## src/afu_pkg.sv

```systemverilog
// ==================================================
// AFU shared definitions
// CSR geometry, word types and the test identifier
// used by the CSR manager and the memory engines
// ==================================================

package afu_pkg;

    // ==================================================
    // CSR geometry
    // ==================================================

    // Each CSR group holds four 64-bit registers
    localparam int CSR_IDX_BITS = 2;
    localparam int NUM_CSRS = 1 << CSR_IDX_BITS;

    // One CSR data word, also the width of a local memory word
    typedef logic [63:0] csr_data_t;

    // Register index within one group
    typedef logic [CSR_IDX_BITS-1:0] csr_idx_t;

    // ==================================================
    // Local memory
    // ==================================================

    // Word address into one local memory bank
    localparam int MEM_ADDR_BITS = 16;

    typedef logic [MEM_ADDR_BITS-1:0] mem_addr_t;

    // ==================================================
    // Identification
    // ==================================================

    // Software matches this value before it trusts the rest of the CSR map
    localparam logic [127:0] TEST_ID = 128'h5d1e_93a0_c4b7_4f28_a61d_0e7b_3c95_f214;

endpackage

```

## src/engine_csr_if.sv

```systemverilog
// ==================================================
// CSR group link
// Carries register writes from the CSR manager into
// one register group and its read data back
// ==================================================

interface engine_csr_if;

    import afu_pkg::*;

    // Single-cycle write strobe with its register index and data
    logic      wr_en;
    csr_idx_t  wr_idx;
    csr_data_t wr_data;

    // All registers of the group, presented in parallel for the read mux
    csr_data_t rd_data [NUM_CSRS];

    // High while the group's engine is running a test
    logic      status_active;

    // The manager side decodes the MMIO bus
    modport manager
    (
        output wr_en,
        output wr_idx,
        output wr_data,
        input  rd_data,
        input  status_active
    );

    // The group side owns the registers
    modport group
    (
        input  wr_en,
        input  wr_idx,
        input  wr_data,
        output rd_data,
        output status_active
    );

endinterface

```

## src/csr_mgr.sv

```systemverilog
// ==================================================
// CSR manager
// Splits MMIO accesses into global and engine groups,
// steers write strobes and registers read responses
// ==================================================

module csr_mgr
#(
    parameter int NUM_ENGINES = 2,
    parameter int MMIO_ADDR_WIDTH = 8
)
(
    input  logic                       clk,
    input  logic                       arst_n,

    // MMIO write channel
    input  logic                       wr_write,
    input  logic [MMIO_ADDR_WIDTH-1:0] wr_address,
    input  afu_pkg::csr_data_t         wr_writedata,

    // MMIO read channel
    input  logic                       rd_read,
    input  logic [MMIO_ADDR_WIDTH-1:0] rd_address,
    output logic                       rd_readdatavalid,
    output afu_pkg::csr_data_t         rd_readdata,

    // Register groups
    engine_csr_if.manager              eng_csr_glob,
    engine_csr_if.manager              eng_csr [NUM_ENGINES]
);

    import afu_pkg::*;

    // The address bits above the register index pick the group
    localparam int GRP_BITS = MMIO_ADDR_WIDTH - CSR_IDX_BITS;

    logic [GRP_BITS-1:0] wr_grp;
    logic [GRP_BITS-1:0] rd_grp;
    csr_idx_t            wr_idx;
    csr_idx_t            rd_idx;

    // Per-engine register selected by the read index
    csr_data_t           eng_rd [NUM_ENGINES];
    csr_data_t           rd_sel;

    assign {wr_grp, wr_idx} = wr_address;
    assign {rd_grp, rd_idx} = rd_address;

    // ==================================================
    // Write steering
    // ==================================================

    // Group 0 is the global group
    // Writes into a group whose engine is running are dropped so the
    // run keeps the base, count and seed it started with
    assign eng_csr_glob.wr_en   = wr_write && (wr_grp == '0) && !eng_csr_glob.status_active;
    assign eng_csr_glob.wr_idx  = wr_idx;
    assign eng_csr_glob.wr_data = wr_writedata;

    // Group g+1 belongs to engine g
    for (genvar g = 0; g < NUM_ENGINES; g++)
    begin : g_eng
        assign eng_csr[g].wr_en   = wr_write
                                    && (wr_grp == GRP_BITS'(g + 1))
                                    && !eng_csr[g].status_active;
        assign eng_csr[g].wr_idx  = wr_idx;
        assign eng_csr[g].wr_data = wr_writedata;

        // Each engine's register at the read index feeds the group mux below
        assign eng_rd[g] = eng_csr[g].rd_data[rd_idx];
    end

    // ==================================================
    // Read path
    // ==================================================

    // Unmapped groups fall through to zero
    always_comb
    begin
        rd_sel = '0;

        if (rd_grp == '0)
        begin
            rd_sel = eng_csr_glob.rd_data[rd_idx];
        end

        for (int g = 0; g < NUM_ENGINES; g++)
        begin
            if (rd_grp == GRP_BITS'(g + 1))
            begin
                rd_sel = eng_rd[g];
            end
        end
    end

    // Response valid follows the read by exactly one cycle
    always_ff @(posedge clk or negedge arst_n)
    begin
        if (!arst_n)
        begin
            rd_readdatavalid <= 1'b0;
        end
        else
        begin
            rd_readdatavalid <= rd_read;
        end
    end

    // Capture the addressed register for the response
    always_ff @(posedge clk)
    begin
        if (rd_read)
        begin
            rd_readdata <= rd_sel;
        end
    end

endmodule

```

## src/local_mem_engine.sv

```systemverilog
// ==================================================
// Local memory test engine
// Writes a seeded pattern into one bank, reads it
// back and reports checksum, mismatches and done
// ==================================================

module local_mem_engine
#(
    parameter int ENGINE_NUMBER = 0
)
(
    input  logic                clk,
    input  logic                arst_n,

    // Avalon-style memory port
    output afu_pkg::mem_addr_t  mem_address,
    output logic                mem_write,
    output logic                mem_read,
    output afu_pkg::csr_data_t  mem_writedata,
    input  logic                mem_waitrequest,
    input  afu_pkg::csr_data_t  mem_readdata,
    input  logic                mem_readdatavalid,

    // Register group
    engine_csr_if.group         csrs
);

    import afu_pkg::*;

    // Reads in flight are capped by the size of the outstanding counter
    localparam int MAX_OUTSTANDING = 8;

    typedef enum logic [1:0]
    {
        ST_IDLE,
        ST_WRITE,
        ST_READ,
        ST_DRAIN
    } state_t;

    state_t      state;

    // Run configuration written over the CSR bus
    mem_addr_t   base_q;
    mem_addr_t   count_q;
    logic [31:0] seed_q;

    // Request and response tracking
    mem_addr_t   issue_idx;
    mem_addr_t   ret_idx;
    mem_addr_t   last_idx;
    logic [3:0]  rd_outstanding;
    logic        req_accept;
    logic        start;

    // Results
    logic        done;
    csr_data_t   checksum;
    mem_addr_t   mismatch_cnt;
    mem_addr_t   exp_addr;
    csr_data_t   exp_data;

    // ==================================================
    // Configuration registers
    // ==================================================

    always_ff @(posedge clk)
    begin
        if (csrs.wr_en)
        begin
            case (csrs.wr_idx)
                2'd0:
                begin
                    base_q <= csrs.wr_data[MEM_ADDR_BITS-1:0];
                end
                2'd1:
                begin
                    count_q <= csrs.wr_data[MEM_ADDR_BITS-1:0];
                    seed_q  <= csrs.wr_data[63:32];
                end
                default:
                begin
                end
            endcase
        end
    end

    // Any write to index 2 is a start, whatever its data
    assign start = csrs.wr_en && (csrs.wr_idx == 2'd2);

    // ==================================================
    // Request issue
    // ==================================================

    // Address and data come straight from registers that only move on
    // acceptance, so they stay put while the memory stalls
    assign mem_address   = base_q + issue_idx;
    assign mem_writedata = {seed_q, 16'h0000, mem_address};
    assign mem_write     = (state == ST_WRITE);
    assign mem_read      = (state == ST_READ) && (rd_outstanding != 4'(MAX_OUTSTANDING));
    assign req_accept    = (mem_write || mem_read) && !mem_waitrequest;
    assign last_idx      = count_q - 16'd1;

    // Pattern value for the word coming back next, responses are in order
    assign exp_addr = base_q + ret_idx;
    assign exp_data = {seed_q, 16'h0000, exp_addr};

    always_ff @(posedge clk or negedge arst_n)
    begin
        if (!arst_n)
        begin
            state          <= ST_IDLE;
            issue_idx      <= '0;
            ret_idx        <= '0;
            rd_outstanding <= '0;
            done           <= 1'b0;
            checksum       <= '0;
            mismatch_cnt   <= '0;
        end
        else
        begin
            case (state)
                ST_IDLE:
                begin
                    // A start only lands here, so one during a run is dropped
                    if (start)
                    begin
                        done         <= (count_q == '0);
                        checksum     <= '0;
                        mismatch_cnt <= '0;
                        issue_idx    <= '0;
                        ret_idx      <= '0;
                        if (count_q != '0)
                        begin
                            state <= ST_WRITE;
                        end
                    end
                end
                ST_WRITE:
                begin
                    // Every write is accepted before the first read goes out
                    if (req_accept)
                    begin
                        issue_idx <= (issue_idx == last_idx) ? '0 : issue_idx + 16'd1;
                        if (issue_idx == last_idx)
                        begin
                            state <= ST_READ;
                        end
                    end
                end
                ST_READ:
                begin
                    if (req_accept)
                    begin
                        issue_idx <= issue_idx + 16'd1;
                        if (issue_idx == last_idx)
                        begin
                            state <= ST_DRAIN;
                        end
                    end
                end
                default:
                begin
                    // Waiting for the tail of the read responses
                end
            endcase

            // ==================================================
            // Read-back compare
            // ==================================================

            if (mem_readdatavalid)
            begin
                checksum <= checksum + mem_readdata;
                ret_idx  <= ret_idx + 16'd1;
                if (mem_readdata != exp_data)
                begin
                    mismatch_cnt <= mismatch_cnt + 16'd1;
                end
                // The last response can only arrive after the last issue
                if (ret_idx == last_idx)
                begin
                    done  <= 1'b1;
                    state <= ST_IDLE;
                end
            end

            rd_outstanding <= rd_outstanding
                              + 4'(mem_read && req_accept)
                              - 4'(mem_readdatavalid);
        end
    end

    // ==================================================
    // Status readout
    // ==================================================

    assign csrs.status_active = (state != ST_IDLE);

    always_comb
    begin
        csrs.rd_data[0] = {62'd0, done, csrs.status_active};
        csrs.rd_data[1] = checksum;
        csrs.rd_data[2] = csr_data_t'(mismatch_cnt);
        csrs.rd_data[3] = csr_data_t'(ENGINE_NUMBER);
    end

endmodule

```

## src/afu_top.sv

```systemverilog
// ==================================================
// AFU top level
// Global CSRs, one memory test engine per bank and
// the CSR manager behind a plain MMIO port
// ==================================================

module afu_top
#(
    parameter int NUM_ENGINES = 2,
    parameter int MMIO_ADDR_WIDTH = 8
)
(
    input  logic                       clk,
    input  logic                       arst_n,

    // MMIO port, addressed in 64-bit words
    input  logic                       mmio_write,
    input  logic                       mmio_read,
    input  logic [MMIO_ADDR_WIDTH-1:0] mmio_address,
    input  afu_pkg::csr_data_t         mmio_writedata,
    output logic                       mmio_readdatavalid,
    output afu_pkg::csr_data_t         mmio_readdata,

    // One Avalon-style port per local memory bank
    output afu_pkg::mem_addr_t         mem_address [NUM_ENGINES],
    output logic [NUM_ENGINES-1:0]     mem_write,
    output logic [NUM_ENGINES-1:0]     mem_read,
    output afu_pkg::csr_data_t         mem_writedata [NUM_ENGINES],
    input  logic [NUM_ENGINES-1:0]     mem_waitrequest,
    input  afu_pkg::csr_data_t         mem_readdata [NUM_ENGINES],
    input  logic [NUM_ENGINES-1:0]     mem_readdatavalid
);

    import afu_pkg::*;

    engine_csr_if eng_csr_glob();
    engine_csr_if eng_csr [NUM_ENGINES]();

    // ==================================================
    // Global group
    // ==================================================

    // Read-only description of the AFU for software
    always_comb
    begin
        eng_csr_glob.rd_data[0] = TEST_ID[63:0];
        eng_csr_glob.rd_data[1] = TEST_ID[127:64];
        eng_csr_glob.rd_data[2] = csr_data_t'(NUM_ENGINES);
        eng_csr_glob.rd_data[3] = '0;
        // There is no engine behind the global group
        eng_csr_glob.status_active = 1'b0;
    end

    // ==================================================
    // Engines, one per bank
    // ==================================================

    for (genvar b = 0; b < NUM_ENGINES; b++)
    begin : g_bank
        local_mem_engine #(.ENGINE_NUMBER(b)) i_engine
        (
            .clk               (clk),
            .arst_n            (arst_n),
            .mem_address       (mem_address[b]),
            .mem_write         (mem_write[b]),
            .mem_read          (mem_read[b]),
            .mem_writedata     (mem_writedata[b]),
            .mem_waitrequest   (mem_waitrequest[b]),
            .mem_readdata      (mem_readdata[b]),
            .mem_readdatavalid (mem_readdatavalid[b]),
            .csrs              (eng_csr[b])
        );
    end

    // Reads and writes share one address bus
    csr_mgr #(.NUM_ENGINES(NUM_ENGINES), .MMIO_ADDR_WIDTH(MMIO_ADDR_WIDTH)) i_csr_mgr
    (
        .clk              (clk),
        .arst_n           (arst_n),
        .wr_write         (mmio_write),
        .wr_address       (mmio_address),
        .wr_writedata     (mmio_writedata),
        .rd_read          (mmio_read),
        .rd_address       (mmio_address),
        .rd_readdatavalid (mmio_readdatavalid),
        .rd_readdata      (mmio_readdata),
        .eng_csr_glob     (eng_csr_glob),
        .eng_csr          (eng_csr)
    );

endmodule

```

## config.mk

```make
export PLATFORM = sky130hd
export DESIGN_NAME = afu_top
export DESIGN_NICKNAME = d
export VERILOG_FILES = /design/src/afu_pkg.sv /design/src/engine_csr_if.sv /design/src/csr_mgr.sv /design/src/local_mem_engine.sv /design/src/afu_top.sv
export SDC_FILE = /design/constraint.sdc
export NUM_CORES = 1
export LEC_CHECK = 0
export BUFFER_PORTS_ARGS = -buffer_cell sky130_fd_sc_hd__buf_2
export CORE_MARGIN = 2
export CORE_UTILIZATION = 47
export DETAILED_ROUTE_END_ITERATION = 16
export GPL_TIMING_DRIVEN = 0
export PLACE_DENSITY = 0.75
export SLEW_MARGIN = 20
export SYNTH_ARGS = -nofsm -noshare
export SYNTH_HDL_FRONTEND = slang
export SYNTH_SLANG_ARGS = --single-unit
```

## constraint.sdc

```tcl
create_clock -name clk -period 6.7 [get_ports clk]
set_input_delay 0 -clock clk [delete_from_list [all_inputs] [get_ports clk]]
set_output_delay 0 -clock clk [all_outputs]
set_load 0.01 [all_outputs]
```

[Word level (Yosys, flattened, before mapping)]
Cells that the tools add are included.
Operators by class
  add/subtract/negate cells: 18
  magnitude comparators: 1
  equal/unequal tests: 22
  muxes and demuxes: 66
  bitwise gates (word level): 1
  reduce and logical (&&, ||, !) cells: 42
Operator list (number)
  $mux 64: 15
  $bmux 64 s2: 3
  $mux 16: 20
  $add 64x64->64: 2
  $ne 64x64->1: 2
  $add 16x1->16 const B: 6
  $pmux 16 s3: 2
  $add 16x16->16: 4
  $eq 16x16->1: 4
  $logic_not 16->1: 2
  $mux 2: 16
  $reduce_bool 16->1: 2
  $sub 16x1->16 const B: 2
  $logic_and 1x1->1: 12
  $pmux 2 s3: 2
  $reduce_and 2->1: 6
  $reduce_bool 2->1: 6
  $add 4x1->4: 2
  $mux 1: 8
  $ne 2x1->1 const B: 4
  $ne 4x4->1 const B: 2
  $reduce_and 4->1: 2
  $sub 4x1->4: 2
  $eq 2x1->1 const B: 3
  other kinds (11): 21
Storage, ports and cells
  bits in registers: 431
  bits of input ports: 208
  output and inout bits: 229
  word-level logic and storage cells: 172

[Depth between registers and ports, before layout]
  depth after elaboration: 8
  mapped depth: 14
  mapped depth without buffers: 13

[Modules after synthesis]
A second synthesis with hierarchy kept.
Unflattened totals
  cell total of the unflattened synthesis: 4217
  area, all modules: 40199.8 um^2
By module, submodules not included
  local_mem_engine at g_bank[0].i_engine: instances 1, cells each 1741, area an instance 15273.4 um^2, sequential area each 4899.7 um^2
  local_mem_engine at g_bank[1].i_engine: instances 1, cells each 1734, area an instance 15224.6 um^2, sequential area each 4899.7 um^2
  csr_mgr: instances 1, cells each 740, area an instance 9694.3 um^2, sequential area each 1946.9 um^2
  afu_top: instances 1, cells each 2, area an instance 7.5 um^2, sequential area each 0.0 um^2

[Worst setup path before layout]
Ideal clock, no wire load.
  kind: input port to flip-flop
  start point: input mmio_address[7]
  end point: register g_bank[1].i_engine.count_q[0] (enable)
  library setup time: 0.513 ns
  arrival: 4.365 ns
  data required time: 6.187 ns
  setup slack: 1.822 ns
  stages on the path: 4
  buffers on the path: 1
  cells stage by stage: or4_1 or2_2 clkbuf_1 nor3_1
Between the ends
  word-level cells in the longest chain between the ends: 4
RTL lines
  start, declared: RTL line afu_top.sv:19  | input logic [MMIO_ADDR_WIDTH-1:0] mmio_address,
  $eq 6x2->1: RTL line csr_mgr.sv:64  | && (wr_grp == GRP_BITS'(g + 1))
  $logic_and 1x1->1: RTL line csr_mgr.sv:64
  $logic_and 1x1->1: RTL line csr_mgr.sv:65  | && !eng_csr[g].status_active;
  $reduce_and 2->1 (no line)
  end signal, assigned: RTL line local_mem_engine.sv:78  | count_q <= csrs.wr_data[MEM_ADDR_BITS-1:0];
  end, declared: RTL line local_mem_engine.sv:45  | mem_addr_t count_q;
Every way passes these cells.
A chain may end at the register's enable or synchronous reset.

[Worst setup path in the final report]
  start point: register g_bank[0].i_engine.base_q[0]
  end point: register g_bank[0].i_engine.mismatch_cnt[12]
Between the ends
  word-level cells in the longest chain between the ends: 4
RTL lines
  start, declared: RTL line local_mem_engine.sv:44  | mem_addr_t base_q;
  start signal, assigned: RTL line local_mem_engine.sv:74  | base_q <= csrs.wr_data[MEM_ADDR_BITS-1:0];
  $add 16x16->16: RTL line local_mem_engine.sv:105  | assign exp_addr = base_q + ret_idx;
  $ne 64x64->1: RTL line local_mem_engine.sv:176  | if (mem_readdata != exp_data)
  $mux 16: RTL line local_mem_engine.sv:176
  $mux 16: RTL line local_mem_engine.sv:172  | if (mem_readdatavalid)
  end signal, assigned: RTL line local_mem_engine.sv:178  | mismatch_cnt <= mismatch_cnt + 16'd1;
  end, declared: RTL line local_mem_engine.sv:59  | mem_addr_t mismatch_cnt;
Every way passes these cells.

==> summary.txt <==
Outcome
  – Result of the run: completed

Clocking
  – H-tree Lvls: 2
  – CTS resizes: 0
  – Post-CTS Setup Repair Bufs: 0
  – CTS tree: built
  – CTS Sinks: 431
  – Reg clk slew, reported paths: around 0.06 ns
  – Max Root-Sink Buffers: 3
  – Clock latency on the worst-skew pair: ~0.63 ns
  – CTS Root Cell: clkbuf_16
  – CTS Hold Bufs: 84
  – TritonCTS Buffers: 49

STA
  – Post-Route Setup TNS: 0 ns
  – # setup viols final: 0
  – Final Max Slew Viols: 0
  – Final Hold Fails: 0
  – Hold slack: 0.00894 ns
  – Fin crit share: between 80% and 90%
  – PnR worst setup slack: 1.22 ns
  – Worst slew margin: 14.5%
  – Minimum clock period: between 5 and 6 ns
  – Fmax achieved: ~0.18 GHz
  – Worst clock skew: roughly 0.037 ns
  – Measured slew at the worst slew-check pin: between 1 and 1.5 ns
  – RSZ-0062 raised after global routing: no

Hold path
  – Hold path cells: 5
  – Worst hold path type: input port to flop
  – Hold EP: g_bank[0].i_engine.checksum[5]$_DFFE_PN0P_
  – Min-delay src: mem_readdata[69]

Floorplanning
  – I/O pins: 437
  – Cell Rows: between 90 and 100
  – Initial core utilization: approximately 47%
  – Die W: between 200 and 300 um
  – Vert. Die Dim: 261 um
  – Die area: about 0.068 mm2
  – Placeable core region: about 0.066 mm2

Cells and area
  – Multi-input logic area: ~0.018 mm2
  – Post-route design area: 0.0370 mm2
  – Area occupied by registers: about 0.012 mm2
  – Final core utilization: around 56%
  – Layout area overhead: 19.0%
  – Final net count: 4,388
  – Proportion of layout cells with a drive suffix above 1: 15.3%
  – Fill cells: approximately 6,000

Placed design
  – Gpl congestion: between 0.9 and 1
  – Post-DP HPWL: 87,400 um
  – Post-place setup slack: about 1.5 ns
  – Placed Area: around 0.035 mm2
  – Buffers on Ports: roughly 390

Power and ir drop
  – Logic pwr share: a little under half
  – Clock share of power: 22.6%
  – Power Internal: ~7.2 mW
  – Seq pwr share: approximately 31%
  – Sw Share: between 40 and 50%
  – Pwr/cell area: 335 mW/mm2
  – P_sw: roughly 5.2 mW
  – Leak: 16.4 nW
  – Peak supply drop: 0.243 mV

Logic synthesis
  – Synth top area share: 19.2%
  – Synth Area per Inst: approximately 9 um2
  – Top cells by area, synth: dfrtp_1 19%, edfxtp_1 19%, ha_1 8.6%
  – Seq/Total Area, Yosys: between 30 and 40%
  – Ys flop type: dfrtp_1
  – Post-synth EDFFs: ~190
  – Syn. warnings: 0
  – Area leader, netlist: dfrtp_1
  – Count of state elements after synthesis: roughly 430
  – Post-synthesis cell type count: just over 90
  – Post-synthesis instance total: between 3,000 and 4,000
  – Post-Syn Area: around 0.031 mm2
  – Async SR Flop Fraction: a little under three fifths

Global routing
  – Antenna violations before repair: 7
  – Global-route usage over all layers: between 30% and 40%
  – Largest net degree at the start of global routing: a little over 80
  – First-pass GRT wire length: ~170,000 um
  – Grt total ovfl: 0
  – Vias in the first global route: about 28,000

Setup path
  – WP buf/inv: 2
  – Top cell family by delay on the critical path: simple AND/OR/NAND/NOR gates
  – Slowest cell on crit path: nor4_1
  – Critical Path AT: roughly 6.0 ns
  – Crit-path max FO: 10
  – Cell Chain, Critical Path: ha_1, fa_1, xnor2_1, nand4_1, nor4_1, nand4_1, nor4_1, nand4_1, or4_1, o41a_1, buf_2, clkbuf_1, o21ai_0, o21ai_1
  – CP Capture Type: flop
  – CP max stage delay: 0.85 ns
  – Crit start category: flop
  – Required time of the worst setup path: between 7 and 8 ns
  – CP Class: flop to flop
  – R2R setup slack: 1.22 ns
  – Most frequent CP cell: nand4_1
  – Reg2reg end: g_bank[0].i_engine.mismatch_cnt[12]$_DFF_PN0_
  – Stages on the worst setup path: 14
  – R2R cell count: 14
  – Reg2Reg Launch Point: g_bank[0].i_engine.base_q[0]$_DFFE_PP_

Flow run
  – Max Cap Violations: 0

Detailed routing
  – Wirelength per Cell: approximately 23 um
  – Routed Wire Length: roughly 110,000 um
  – Via count: 29,300
  – Vias/cell: around 6.0
  – Drt drc: 0
  – Final ANT Viol Nets: 0
  – Initial DRC Count: 2,940
  – 1st-pass router iterations: 6
==> layout by cell type (no fill, tap or decap), types with 70 or more instances in the layout <==
cell type / count
clkbuf_1: 138
buf_2: 398
buf_4: 82
a21o_1: 99
nor3_1: 70
dfrtp_1: 239
xnor2_1: 238
nor2_1: 186
edfxtp_1: 192
nand3_1: 94
nand2_1: 362
o21ai_0: 258
dlygate4sd3_1: 83
xor2_1: 111
inv_1: 131
a21oi_1: 184
ha_1: 213
==> worst register-to-register path: cells and delay by family, from the launching register on <==
family | cells | cell delay (ns)
compound gates | 3 | 0.67
fa+ha+maj | 2 | 0.72
xor+xnor | 1 | 0.66
buf+inv | 2 | 0.49
flops | 1 | 0.48
simple gates | 6 | 2.33
==> per-layer routing <==
layer	share of wire, %	up-vias	GRT usage (%)	wire length (um)
li1	-	13500	-	-
met2	45	1397	50.2	50400
met5	0.041	-	0	46
met3	9.2	283	6.70	10300
met1	40	14100	42.2	45300
met4	5.3	8	15.7	5950
==> state kept, by name (all words and copies together), names as in the netlist, 32 cells and up <==
register / flops
g_bank.i_engine.seed_q: 64
g_bank.i_engine.mismatch_cnt: 32
i_csr_mgr.rd_readdata: 64
g_bank.i_engine.issue_idx: 32
g_bank.i_engine.count_q: 32
g_bank.i_engine.ret_idx: 32
g_bank.i_engine.checksum: 128
g_bank.i_engine.base_q: 32
==> how the worst max path moves through the flow <==
stage / start / to / slack, ns
3_3_place_gp: mmio_address[7] / g_bank[1].i_engine.seed_q[0]$_DFFE_PP_ / -0.63
3_5_place_dp: g_bank[0].i_engine.base_q[0]$_DFFE_PP_ / g_bank[0].i_engine.mismatch_cnt[12]$_DFF_PN0_ / 1.53
5_1_grt: g_bank[0].i_engine.base_q[0]$_DFFE_PP_ / g_bank[0].i_engine.mismatch_cnt[8]$_DFF_PN0_ / 1.19
6_report: g_bank[0].i_engine.base_q[0]$_DFFE_PP_ / g_bank[0].i_engine.mismatch_cnt[12]$_DFF_PN0_ / 1.22
2_1_floorplan: mmio_address[7] / g_bank[1].i_engine.count_q[0]$_DFFE_PP_ / 1.82
4_1_cts: g_bank[0].i_engine.base_q[0]$_DFFE_PP_ / g_bank[0].i_engine.mismatch_cnt[12]$_DFF_PN0_ / 1.47
==> metrics by stage <==
step | cells | total power [mW]
2_1_floorplan | 3417 | 7.91
3_3_place_gp | 4669 | 9.34
3_5_place_dp | 4688 | 9.40
4_1_cts | 4864 | 12.3
5_1_grt | 4864 | 13.2
6_report | 4867 | 12.4
==> cell usage after synthesis, types with 28 or more instances <==
master and instances:
edfxtp_1 192, nor4_1 41, buf_4 70, a21o_1 99, clkbuf_1 127, nand4_1 65, a221o_1 45, inv_1 131
a22o_1 28, o21ai_0 258, nand2_1 362, dfrtp_1 239, nor2_1 187, o21bai_1 45, and3_1 57, xnor2_1 238
ha_1 213, nor3_1 73, o21ai_1 42, a21oi_1 184, nand3_1 94, xor2_1 111
==> kinds of logic after synthesis <==
family,count (synthesis),share of synthesized area (%)
AO/OA/AOI/OAI,964,20.4
XOR/XNOR,357,10.4
adder cells (fa/ha/maj),221,9.08
buffers and inverters,346,5.08
flip-flops,431,37.7
multiplexers,21,0.688
other,1,0.0121
AND/OR/NAND/NOR,1045,16.6
==> power groups by stage <==
stage,logic [mW],registers [mW],clock network (mW)
after floorplan,4.24,3.67,0
after global placement,5.47,3.87,0
after detailed placement,5.51,3.88,0
after CTS,5.61,3.84,2.82
after global routing,6.36,3.92,2.92
final,5.72,3.87,2.80
==> final cells by class <==
class	instances	area share [%]
sequential	431	31.7
antenna	3	0.0203
tap	864	2.92
inverter	131	1.33
timing repair buffer	491	8.14
multi-input combinational	2640	48.4
clock buffer	67	3.66
clock inverter	25	0.828
buffer	215	2.94
Power figures use the tool's default switching activity.
